[src/hw/fetch_pkg.sv]
package fetch_pkg;

	// Datapath widths
	localparam int ALEN = 32;
	localparam int ILEN = 32;
	localparam int LINE_BITS = 64;
	localparam int ALIGN_BITS = 3; // Byte offset bits inside one line

	// Cache geometry
	localparam int CACHE_INDEX_BITS = 4;
	localparam int CACHE_LINES = 1 << CACHE_INDEX_BITS;
	localparam int LINE_ADDR_BITS = ALEN - ALIGN_BITS;
	localparam int TAG_BITS = LINE_ADDR_BITS - CACHE_INDEX_BITS;
	localparam int PARCELS_PER_LINE = LINE_BITS / 16;

	typedef logic [ALEN-1:0] addr_t;
	typedef logic [ILEN-1:0] instr_t;
	typedef logic [LINE_BITS-1:0] line_t;
	typedef logic [LINE_ADDR_BITS-1:0] line_addr_t; // Byte address without the offset bits
	typedef logic [CACHE_INDEX_BITS-1:0] cache_index_t;
	typedef logic [TAG_BITS-1:0] cache_tag_t;
	typedef logic [15:0] parcel_t; // Smallest unit of the instruction stream

	typedef enum logic [1:0] {
		OKAY = 2'b00,
		EXOKAY = 2'b01,
		SLVERR = 2'b10,
		DECERR = 2'b11
	} axi_resp_e;

	// AXI4-Lite read address channel, master to slave
	typedef struct packed {
		logic arvalid;
		addr_t araddr;
	} axi_ar_t;

	// Address channel ready, slave to master
	typedef struct packed {
		logic arready;
	} axi_ar_rdy_t;

	// AXI4-Lite read data channel, slave to master
	typedef struct packed {
		logic rvalid;
		line_t rdata;
		axi_resp_e rresp;
	} axi_r_t;

	// One fetched instruction as seen by the decode stage
	// A 16-bit instruction sits zero-extended in the low half of instruction
	typedef struct packed {
		instr_t instruction;
		addr_t instr_addr;
		addr_t next_addr;
		logic exception;
	} fetch_out_t;

endpackage

[src/hw/axi_read_master.sv]
`timescale 1ns/1ps

module axi_read_master (
	input logic clk,
	input logic rst,
	input logic flush,
	input logic read_req,
	input fetch_pkg::line_addr_t read_line,
	output logic read_busy,
	output logic read_done,
	output logic read_error,
	output fetch_pkg::line_t read_data,
	output fetch_pkg::axi_ar_t ar,
	input logic arready,
	input fetch_pkg::axi_r_t r,
	output logic rready
);

	typedef enum logic [1:0] {
		STATE_IDLE,
		STATE_ADDR,    // arvalid held until arready
		STATE_WAIT,    // Address accepted, waiting for rvalid
		STATE_DISCARD  // Read was flushed, drain its response
	} state_e;

	state_e state;
	fetch_pkg::line_addr_t pending_line;

	// Flush blocks both handshakes in its own cycle so no transfer slips through
	assign ar.arvalid = state == STATE_ADDR && !flush;
	assign ar.araddr = {pending_line, {fetch_pkg::ALIGN_BITS{1'b0}}};
	assign rready = (state == STATE_WAIT || state == STATE_DISCARD) && !flush;

	assign read_busy = state != STATE_IDLE;

	// Data and error are only meaningful together with read_done
	assign read_done = state == STATE_WAIT && r.rvalid && rready;
	assign read_data = r.rdata;
	assign read_error = r.rresp != fetch_pkg::OKAY;

	always_ff @(posedge clk) begin
		if (rst) begin
			state <= STATE_IDLE;
		end else begin
			case (state)
				STATE_IDLE: begin
					if (read_req && !flush)
						state <= STATE_ADDR;
				end
				STATE_ADDR: begin
					if (flush)
						state <= STATE_IDLE; // Nothing was accepted, so nothing to drain
					else if (arready)
						state <= STATE_WAIT;
				end
				STATE_WAIT: begin
					if (flush)
						state <= STATE_DISCARD;
					else if (r.rvalid)
						state <= STATE_IDLE;
				end
				STATE_DISCARD: begin
					// The slave keeps rvalid up until we take it
					if (r.rvalid && rready)
						state <= STATE_IDLE;
				end
				default: state <= STATE_IDLE;
			endcase
		end
	end

	always_ff @(posedge clk) begin
		if (state == STATE_IDLE && read_req)
			pending_line <= read_line;
	end

endmodule

[src/hw/fetch_top.sv]
`timescale 1ns/1ps

module fetch_top (
	input logic clk,
	input logic rst,
	input logic flush,
	input fetch_pkg::addr_t pc,
	input logic consumer_stall,
	output fetch_pkg::fetch_out_t out,
	output logic out_valid,
	output fetch_pkg::axi_ar_t ar,
	input logic arready,
	input fetch_pkg::axi_r_t r,
	output logic rready
);

	// Line read requests between the fetch FSM and the bus master
	logic read_req;
	fetch_pkg::line_addr_t read_line;
	logic read_busy;
	logic read_done;
	logic read_error;
	fetch_pkg::line_t read_data;

	ifetch i_ifetch (
		.clk(clk),
		.rst(rst),
		.flush(flush),
		.pc(pc),
		.consumer_stall(consumer_stall),
		.out(out),
		.out_valid(out_valid),
		.read_req(read_req),
		.read_line(read_line),
		.read_busy(read_busy),
		.read_done(read_done),
		.read_error(read_error),
		.read_data(read_data)
	);

	axi_read_master i_axi_read_master (
		.clk(clk),
		.rst(rst),
		.flush(flush),
		.read_req(read_req),
		.read_line(read_line),
		.read_busy(read_busy),
		.read_done(read_done),
		.read_error(read_error),
		.read_data(read_data),
		.ar(ar),
		.arready(arready),
		.r(r),
		.rready(rready)
	);

endmodule

[src/hw/ifetch.sv]
`timescale 1ns/1ps

module ifetch (
	input logic clk,
	input logic rst,
	input logic flush,
	input fetch_pkg::addr_t pc,
	input logic consumer_stall,
	output fetch_pkg::fetch_out_t out,
	output logic out_valid,
	output logic read_req,
	output fetch_pkg::line_addr_t read_line,
	input logic read_busy,
	input logic read_done,
	input logic read_error,
	input fetch_pkg::line_t read_data
);

	typedef enum logic [2:0] {
		STATE_START,   // Sample pc
		STATE_LOOKUP,  // Look up the active line and emit when it hits
		STATE_REQUEST, // Issue a line read once the bus master is free
		STATE_WAIT,    // Wait for the line, which then goes into the cache
		STATE_RAISE,   // Present the exception output
		STATE_HALT     // Sticky until flush or reset
	} state_e;

	state_e state;
	state_e state_next;

	fetch_pkg::addr_t fetch_pc;
	fetch_pkg::line_addr_t next_line; // Always the line following fetch_pc
	logic second_half;                // Working on the 2nd line of a split instruction
	fetch_pkg::parcel_t upper_half;   // Low parcel of a split instruction

	fetch_pkg::line_addr_t active_line;
	fetch_pkg::line_t cache_data;
	logic cache_hit;
	logic cache_write;

	logic [fetch_pkg::ALIGN_BITS-2:0] parcel_index;
	logic [fetch_pkg::LINE_BITS+15:0] padded_line;
	fetch_pkg::parcel_t parcel;
	logic compressed;
	logic length_fault;
	logic crosses_line;
	fetch_pkg::instr_t whole_instr;
	fetch_pkg::instr_t joined_instr;
	fetch_pkg::addr_t step_pc;

	logic slot_free;
	logic present;
	logic advance;
	logic stash;
	fetch_pkg::fetch_out_t out_next;

	// The line being worked on is the one holding fetch_pc, or the next one
	// while a split instruction is being completed
	assign active_line = second_half ? next_line
		: fetch_pc[fetch_pkg::ALEN-1:fetch_pkg::ALIGN_BITS];

	line_cache i_line_cache (
		.clk(clk),
		.rst(rst),
		.write_enable(cache_write),
		.write_line(active_line),
		.write_data(read_data),
		.read_line(active_line),
		.read_data(cache_data),
		.hit(cache_hit)
	);

	// A fill always targets the line that was requested, and fetch_pc does not
	// move while a read is outstanding
	assign read_req = state == STATE_REQUEST && !read_busy;
	assign read_line = active_line;
	assign cache_write = state == STATE_WAIT && read_done && !read_error;

	// Instruction extraction from the looked up line
	assign parcel_index = fetch_pc[fetch_pkg::ALIGN_BITS-1:1];
	assign padded_line = {16'b0, cache_data}; // Keeps the 32-bit slice in range at the last parcel
	assign parcel = cache_data[16*parcel_index +: 16];
	assign compressed = parcel[1:0] != 2'b11;
	assign length_fault = parcel[4:0] == 5'b11111; // Encodings longer than 32 bits
	assign crosses_line = !compressed && parcel_index == fetch_pkg::PARCELS_PER_LINE - 1;
	assign whole_instr = compressed ? fetch_pkg::instr_t'(parcel)
		: padded_line[16*parcel_index +: fetch_pkg::ILEN];
	assign joined_instr = {cache_data[15:0], upper_half};

	// A split instruction is always 32 bits, the parcel seen then is from the next line
	assign step_pc = fetch_pc + ((second_half || !compressed)
		? fetch_pkg::addr_t'(4) : fetch_pkg::addr_t'(2));

	// Output register is free when empty or being taken at this edge
	assign slot_free = !out_valid || !consumer_stall;

	always_comb begin
		state_next = state;
		present = 1'b0;
		advance = 1'b0;
		stash = 1'b0;
		out_next.instruction = second_half ? joined_instr : whole_instr;
		out_next.instr_addr = fetch_pc;
		out_next.next_addr = step_pc;
		out_next.exception = 1'b0;

		case (state)
			STATE_START: begin
				state_next = pc[0] ? STATE_RAISE : STATE_LOOKUP;
			end
			STATE_LOOKUP: begin
				if (!cache_hit) begin
					state_next = STATE_REQUEST;
				end else if (second_half) begin
					present = slot_free;
					advance = slot_free;
				end else if (length_fault) begin
					state_next = STATE_RAISE;
				end else if (crosses_line) begin
					stash = 1'b1; // Keep the low half and look up the next line
				end else begin
					present = slot_free;
					advance = slot_free;
				end
			end
			STATE_REQUEST: begin
				if (!read_busy)
					state_next = STATE_WAIT;
			end
			STATE_WAIT: begin
				// The fresh line is looked up again from the cache next cycle
				if (read_done)
					state_next = read_error ? STATE_RAISE : STATE_LOOKUP;
			end
			STATE_RAISE: begin
				if (slot_free) begin
					present = 1'b1;
					out_next.instruction = '0;
					out_next.next_addr = fetch_pc;
					out_next.exception = 1'b1;
					state_next = STATE_HALT;
				end
			end
			STATE_HALT: begin
				state_next = STATE_HALT;
			end
			default: state_next = STATE_START;
		endcase
	end

	always_ff @(posedge clk) begin
		if (rst || flush) begin
			state <= STATE_START;
			second_half <= 1'b0;
			out_valid <= 1'b0;
		end else begin
			state <= state_next;

			if (stash)
				second_half <= 1'b1;
			else if (advance)
				second_half <= 1'b0;

			if (present)
				out_valid <= 1'b1;
			else if (!consumer_stall)
				out_valid <= 1'b0; // Taken with nothing new behind it
		end
	end

	always_ff @(posedge clk) begin
		if (state == STATE_START) begin
			fetch_pc <= pc;
			next_line <= pc[fetch_pkg::ALEN-1:fetch_pkg::ALIGN_BITS] + 1'b1;
		end else if (advance) begin
			fetch_pc <= step_pc;
			// Steps are shorter than a line, so bit 3 toggles exactly on a line change
			if (step_pc[fetch_pkg::ALIGN_BITS] != fetch_pc[fetch_pkg::ALIGN_BITS])
				next_line <= next_line + 1'b1;
		end

		if (stash)
			upper_half <= parcel;

		if (present)
			out <= out_next;
	end

endmodule

[src/hw/line_cache.sv]
`timescale 1ns/1ps

module line_cache (
	input logic clk,
	input logic rst,
	input logic write_enable,
	input fetch_pkg::line_addr_t write_line,
	input fetch_pkg::line_t write_data,
	input fetch_pkg::line_addr_t read_line,
	output fetch_pkg::line_t read_data,
	output logic hit
);

	fetch_pkg::line_t data_mem [fetch_pkg::CACHE_LINES];
	fetch_pkg::cache_tag_t tag_mem [fetch_pkg::CACHE_LINES];
	logic [fetch_pkg::CACHE_LINES-1:0] line_valid;

	fetch_pkg::cache_index_t read_index;
	fetch_pkg::cache_index_t write_index;
	fetch_pkg::cache_tag_t read_tag;
	fetch_pkg::cache_tag_t write_tag;

	// Low bits of the line number pick the entry, the rest is the tag
	assign read_index = read_line[fetch_pkg::CACHE_INDEX_BITS-1:0];
	assign read_tag = read_line[fetch_pkg::LINE_ADDR_BITS-1:fetch_pkg::CACHE_INDEX_BITS];
	assign write_index = write_line[fetch_pkg::CACHE_INDEX_BITS-1:0];
	assign write_tag = write_line[fetch_pkg::LINE_ADDR_BITS-1:fetch_pkg::CACHE_INDEX_BITS];

	always_ff @(posedge clk) begin
		if (rst) begin
			line_valid <= '0;
		end else if (write_enable) begin
			line_valid[write_index] <= 1'b1;
		end
	end

	always_ff @(posedge clk) begin
		if (write_enable) begin
			data_mem[write_index] <= write_data;
			tag_mem[write_index] <= write_tag;
		end
	end

	// Lookup is combinational, a write lands only at the clock edge
	assign read_data = data_mem[read_index];
	assign hit = line_valid[read_index] && tag_mem[read_index] == read_tag;

endmodule

[config.mk]
export PLATFORM = sky130hd
export DESIGN_NAME = fetch_top
export DESIGN_NICKNAME = d
export VERILOG_FILES = /design/src/hw/fetch_pkg.sv /design/src/hw/axi_read_master.sv /design/src/hw/fetch_top.sv /design/src/hw/ifetch.sv /design/src/hw/line_cache.sv
export SDC_FILE = /design/constraint.sdc
export NUM_CORES = 2
export LEC_CHECK = 0
export BUFFER_PORTS_ARGS = -buffer_cell sky130_fd_sc_hd__buf_2
export CAP_MARGIN = 40
export CORE_MARGIN = 3
export CORE_UTILIZATION = 60
export CTS_CLUSTER_DIAMETER = 200
export CTS_CLUSTER_SIZE = 20
export DETAILED_ROUTE_END_ITERATION = 16
export GPL_ROUTABILITY_DRIVEN = 1
export MAX_ROUTING_LAYER = met4
export PLACE_DENSITY = 0.77
export RECOVER_POWER = 100
export SLEW_MARGIN = 20
export SYNTH_ARGS = -nofsm -noshare
export SYNTH_HDL_FRONTEND = slang
export SYNTH_SLANG_ARGS = --single-unit
[constraint.sdc]
create_clock -name clk -period 13.8 [get_ports clk]
set_clock_uncertainty 0.2 [all_clocks]
set_input_delay 1.38 -clock clk [delete_from_list [all_inputs] [get_ports clk]]
set_output_delay 1.38 -clock clk [all_outputs]
set_load 0.02 [all_outputs]
==> Word-level counts from Yosys, hierarchy flattened <==
Memory sizes are Yosys's and may differ from the RTL's.
Cells that the tools add are included.
{ "totals": {"ff_bits": 226, "ram_bits": 1424, "inputBits": 104, "out_inout_bits": 132, "word_cells": 130, "mem_count": 2} }
{ "memory_table": {"columns": ["memory", "depth", "word_bits", "rd", "rd_ports_with_merged_regs", "write_ports", "line", "text"], "rows": [
  ["i_ifetch.i_line_cache.data_mem", 16, 64, 1, 0, 1, "line_cache.sv:14", "fetch_pkg::line_t data_mem [fetch_pkg::CACHE_LINES];"],
  ["i_ifetch.i_line_cache.tag_mem", 16, 25, 1, 0, 1, "line_cache.sv:15", "fetch_pkg::cache_tag_t tag_mem [fetch_pkg::CACHE_LINES];"]
]} }
{ "op_classes": {"addsub": 3, "n_lt_le_gt_ge": 2, "n_eq_ne": 23, "shift": 2, "muxes": 51, "bitwise": 1, "reduce_logical": 33} }
{ "ops": {"columns": ["operator", "count"], "rows": [
  ["32-bit two-way mux", 6],
  ["29-bit two-way mux", 4],
  ["80-bit by 7-bit variable part select with 32-bit output", 1],
  ["33-bit two-way mux", 2],
  ["64-bit by 7-bit variable part select with 16-bit output", 1],
  ["29-bit by 1-bit adder with 29-bit output, second input constant", 2],
  ["32-bit adder", 1],
  ["3-bit two-way mux", 9],
  ["25-bit equality test", 1],
  ["1-bit two-way mux", 19],
  ["3-bit one-hot mux with 6 select lines", 1],
  ["16-bit OR", 1],
  ["1-bit logical AND", 13],
  ["2-bit two-way mux", 6],
  ["3-bit inequality test, second input constant", 4],
  ["2-bit nonzero test", 5],
  ["2-bit by 1-bit inequality test with 1-bit output, second input constant", 4],
  ["2-bit one-hot mux with 4 select lines", 1],
  ["2-bit equality test, second input constant", 3],
  ["3-bit by 2-bit equality test with 1-bit output, second input constant", 2],
  ["3-bit equality test, second input constant", 2],
  ["1-bit logical NOT", 6],
  ["2-bit inequality test, second input constant", 3],
  ["5-bit equality test, second input constant", 1],
  ["14 further kinds", 17]
]} }

==> Longest topological paths before layout <==
An unclocked memory read counts as a cell.
{ "logic_depth": {"word_depth": 13, "depth_mapped": 27} }

==> Hierarchy <==
From an unflattened synthesis, not the netlist that was laid out.
{ "hier_totals": {"cells_unflattened": 3151, "hier_area_um2": 65933.2} }
{ "modules_own_cells": {"columns": ["module", "n_inst", "cells_per_inst", "area_per_inst_um2", "seq_area_each_um2"], "rows": [
  ["line_cache", 1, 2224, 54763.8, 43081.3],
  ["ifetch", 1, 811, 9644.2, 5295.1],
  ["axi_read_master", 1, 116, 1525.2, 910.9]
]} }

==> Least setup slack after synthesis <==
No wires, ideal clock.
{ "synth_path": {"path_kind": "input to register", "from": "in flush", "to": "mem i_ifetch.i_line_cache.data_mem[14][0] in the netlist's numbering (enable)", "setup_time_ps": 539, "t_arrival_ps": 6137, "t_required_ps": 13061, "setup_slack_ps": 6924, "stages": 7, "path_cell_list": "nand2b_1 -> or3b_2 -> nor2_1 -> nand2_1 -> nor2_1 -> nand2_1 -> nor2_1"} }
{ "synth_via": {"elab_chain_cells": 7} }
{ "synth_lines": {"columns": ["item", "line", "text"], "rows": [
  ["start: declaration", "fetch_top.sv:6", "input logic flush,"],
  ["1-bit logical NOT", "axi_read_master.sv:32", "assign rready = (state == STATE_WAIT || state == STATE_DISCARD) && !flush;"],
  ["1-bit logical AND", "axi_read_master.sv:32", null],
  ["1-bit logical AND", "axi_read_master.sv:37", "assign read_done = state == STATE_WAIT && r.rvalid && rready;"],
  ["1-bit logical AND (2 in a row)", "ifetch.sv:77", "assign cache_write = state == STATE_WAIT && read_done && !read_error;"],
  ["1-bit two-way mux", "line_cache.sv:38", "if (write_enable) begin"],
  ["1-bit two-way mux (implied by the code)", "line_cache.sv:39", "data_mem[write_index] <= write_data;"],
  ["end: declaration", "line_cache.sv:14", null]
]} }
Every way passes these cells.

==> Worst setup path after layout <==
{ "layout_path": {"from": "reg i_ifetch.second_half", "to": "mem i_ifetch.i_line_cache.data_mem[4][22] in the netlist's numbering (enable)"} }
{ "layout_via": {"elab_chain_cells": 1} }
{ "layout_lines": {"columns": ["item", "line", "text"], "rows": [
  ["start: declaration", "ifetch.sv:33", "logic second_half;"],
  ["start signal: assignment", "ifetch.sv:154", "second_half <= 1'b0;"],
  ["start signal: assignment", "ifetch.sv:160", "second_half <= 1'b1;"],
  ["start signal: assignment", "ifetch.sv:162", "second_half <= 1'b0;"],
  ["29-bit two-way mux", "ifetch.sv:59", "assign active_line = second_half ? next_line"]
]} }
Every way passes these cells.

==> flow_metrics.py <==
metrics = {
    "timing": {
        "min_period_over_period": 0.764,
        "max_freq_mhz": 94.9,
        "hold_viol": 0,
        "finalSetupTns_ns": 0,
        "tightestPinTransition_ns": 3.72,
        "setup_viol": 0,
        "slew_violations": 1302,
        "rsz0062_at_grt": "false",
        "fin_crit_ns": 10.54,
        "slew_headroom": -1.48,
    },
    "drt": {
        "first_iter_violations": 5476,
        "drc": 0,
        "vias": 39300,
        "ant_nets": 0,
        "wl_per_cell_um": 29.0,
        "viasPerCell": 6.58,
        "routed_wl_um": 173000,
        "firstDrtPassIters": 6,
    },
    "floorplan": {
        "die_h_um": 343,
        "die_x_um": 343,
        "initial_core_util": 0.605,
        "die-area_mm2": 0.118,
        "core-area_mm2": 0.113,
        "rows": 123,
        "io-pin-count": 236,
    },
    "hold_path": {
        "holdPathEnd": "i_ifetch.out[1]$_DFFE_PP_",
        "hold_depth": 0,
        "min-delay-start": "i_ifetch.fetch_pc[0]$_DFFE_PP_",
        "hold_class": "reg -> reg",
    },
    "global_routing": {
        "grt_pass1_vias": 38300,
        "grt-ovfl-total": 0,
        "grtUsageTotal": 0.302,
        "antenna_found_initial": 14,
        "grt_pass1_wl_um": 253000,
        "grt_max_degree": 132,
    },
    "critical_path": {
        "path_class": "reg -> reg",
        "ff2ff_setup_slack_ns": 3.26,
        "end_kind": "flip-flop",
        "r2r_cells": 10,
        "crit_path_max_fanout": 54,
        "required_ns": 13.92,
        "worstReg2RegEnd": "i_ifetch.i_line_cache.data_mem[4][22]$_DFFE_PP_",
        "timing.rr.start": "i_ifetch.second_half$_SDFFE_PP0P_",
        "critPathLaunchType": "flip-flop",
        "crit_arrival_ns": 10.65,
    },
    "power_and_ir_drop": {
        "p_sw_mw": 3.06,
        "ir_worst_vdd_v": 0.000129,
        "p_sw_frac": 0.285,
        "leakage_nw": 23.9,
        "p_int_mw": 7.68,
        "power_frac_seq": 0.532,
        "p_clk_frac": 0.260,
        "cellPowerDensity_mw_per_mm2": 147,
        "comb_power_share": 0.208,
    },
    "status": {
        "outcome": "finished, violations left",
        "violations": "max-capacitance violations, max-slew violations",
    },
    "logic_synthesis": {
        "synth_cells": 4254,
        "yosys.area.top_type": "edfxtp_1",
        "synthDominantCellAreaShare": 0.716,
        "yosysMostFrequentCell": "edfxtp_1",
        "avgSynthCellArea_um2": 16.0,
        "yosysUniqueCellTypes": 95,
        "ys_ff_latch": 1649,
        "synthArstFlopShare": 0,
        "synth_warnings": 0,
        "synth_area_mm2": 0.0682,
        "synth_edf_count": 1626,
        "netlist_top_cells_count": "edfxtp_1, mux2i_1, nand2_1, a21o_1, nand3_1",
        "ys_seq_area_frac": 0.723,
        "ys.flop_type": "edfxtp_1",
        "synthTopCellsByArea": "edfxtp_1, mux2i_1, mux4_2",
    },
    "placed_design": {
        "gp_congestion": 0.899,
        "placed_area_mm2": 0.0712,
        "hpwl_um": 101000,
        "io_buffer_count": 232,
    },
    "cells_and_area": {
        "syn_to_final_growth_pct": 7.35,
        "drive_above_1_share": 0.0836,
        "fin_area_mm2": 0.0732,
        "fin_nets": 4528,
    },
    "clock_tree": {
        "cts.clk_slew.worst_paths_ns": 0.09,
        "cts_resized": 0,
        "clk_path_buf_depth": 3,
        "clkSinkCount": 1649,
        "root_buffer": "clkbuf_16",
        "clock_latency_ns": 0.71,
        "cts_buffers": 92,
        "htreeDepth": 3,
        "cts_tree": "done",
        "post_cts_buffers": 0,
        "hold_buffers": 0,
    },
    "job": {
        "drv_cap": 43,
    },
}
worst max-delay path by stage:
stage | cells past startpoint | end | startpoint
2_1_floorplan | 7 | i_ifetch.i_line_cache.data_mem[14][0]$_DFFE_PP_ | flush
3_5_place_dp | 20 | i_ifetch.fetch_pc[29]$_DFFE_PP_ | i_ifetch.second_half$_SDFFE_PP0P_
6_report | 10 | i_ifetch.i_line_cache.data_mem[4][22]$_DFFE_PP_ | i_ifetch.second_half$_SDFFE_PP0P_
4_1_cts | 20 | i_ifetch.fetch_pc[29]$_DFFE_PP_ | i_ifetch.second_half$_SDFFE_PP0P_
3_3_place_gp | 22 | i_ifetch.fetch_pc[27]$_DFFE_PP_ | i_ifetch.fetch_pc[3]$_DFFE_PP_
5_1_grt | 15 | i_ifetch.out[27]$_DFFE_PP_ | i_ifetch.second_half$_SDFFE_PP0P_
worst max-delay path, cell delays in order (launching register included):
cell and delay, ns:
dfxtp_1 1.51, clkbuf_1 2.19, mux2i_4 0.54, inv_6 0.21, buf_16 0.29, nor2_1 0.17
nand2_1 0.18, nor2_1 0.44, clkbuf_1 1.26, clkbuf_1 2.03, buf_4 0.96
cells by family after synthesis:
kind of cell             share of synthesized area
AO/OA/AOI/OAI                               0.0750
AND/OR/NAND/NOR                             0.0646
XOR/XNOR                                    0.0146
other                                    0.0000550
buffers and inverters                       0.0236
multiplexers                                0.0985
flip-flops                                   0.723
adder cells (fa/ha/maj)                   0.000661
power by group through the flow:
stage          Sequential [mW]  Clock (mW)  Combinational (mW)
2_1_floorplan             5.81           0                1.51
3_3_place_gp              5.82           0                2.14
3_5_place_dp              5.82           0                2.21
4_1_cts                   5.71        2.81                2.23
5_1_grt                   5.72        3.00                2.36
6_report                  5.71        2.79                2.24
per-layer routing:
layer / up-vias / global-route usage / wire length [um]
met2: 2388 / 0.463 / 82900
met1: 19700 / 0.407 / 63100
met3: 378 / 0.0532 / 19300
li1: 16900 / - / -
met4: 0 / 0.121 / 7870
met5: - / - / 0
sequential cells by signal (all words and copies together), names as in the netlist:
signal and count:
i_axi_read_master.pending_line 29, i_axi_read_master.state 2, i_ifetch.fetch_pc 32, i_ifetch.i_line_cache.data_mem 1024
i_ifetch.i_line_cache.line_valid 16, i_ifetch.i_line_cache.tag_mem 400, i_ifetch.next_line 29, i_ifetch.out 96
i_ifetch.out_valid 1, i_ifetch.second_half 1, i_ifetch.state 3, i_ifetch.upper_half 16
area by class of cell:
cell class,instances,area (um2)
antenna,20,50.0
clock buffer,129,2460
clock inverter,6,115
fill,7824,39500
inverter,34,151
multi-input combinational,2296,17400
sequential,1649,49300
tap,1500,1880
timing repair buffer,348,1880
metrics by stage:
stage          power, mW  setup slack [ns]  instances   util  hold slack [ns]
3_5_place_dp        8.03              6.53       5823  0.632            0.222
4_1_cts             10.7              6.46       5958  0.655            0.241
5_1_grt             11.1              3.03       5974  0.649            0.252
2_1_floorplan       7.32              6.92       4256      -            0.200
6_report            10.7              3.26       5982  0.650            0.231
3_3_place_gp        7.96              6.05       5797  0.627            0.201
layout by cell type, fill, tap and decap left out, types with 10 or more instances in the layout:
cell       instances
nor2_1           151
diode_2           20
clkbuf_1         278
nand4_1           33
buf_2             39
o22ai_1           17
and2_0            10
buf_4             51
mux2_1            15
a32oi_1           11
xnor2_1           74
and2_1            18
nand2_1          377
and3_1            15
clkbuf_16         93
o21ai_0           92
a31oi_1           29
mux2_2            15
mux4_2           108
buf_16            10
xor2_1            40
nor3_1            29
mux2i_1          387
a21boi_0          19
edfxtp_1        1626
o2111ai_1         16
inv_1             28
a21o_1           312
nor4_1            37
dfxtp_1           23
nand3_1          209
a21oi_1           54
a41oi_1           76
Note: power is estimated with default switching activity, not from simulation.
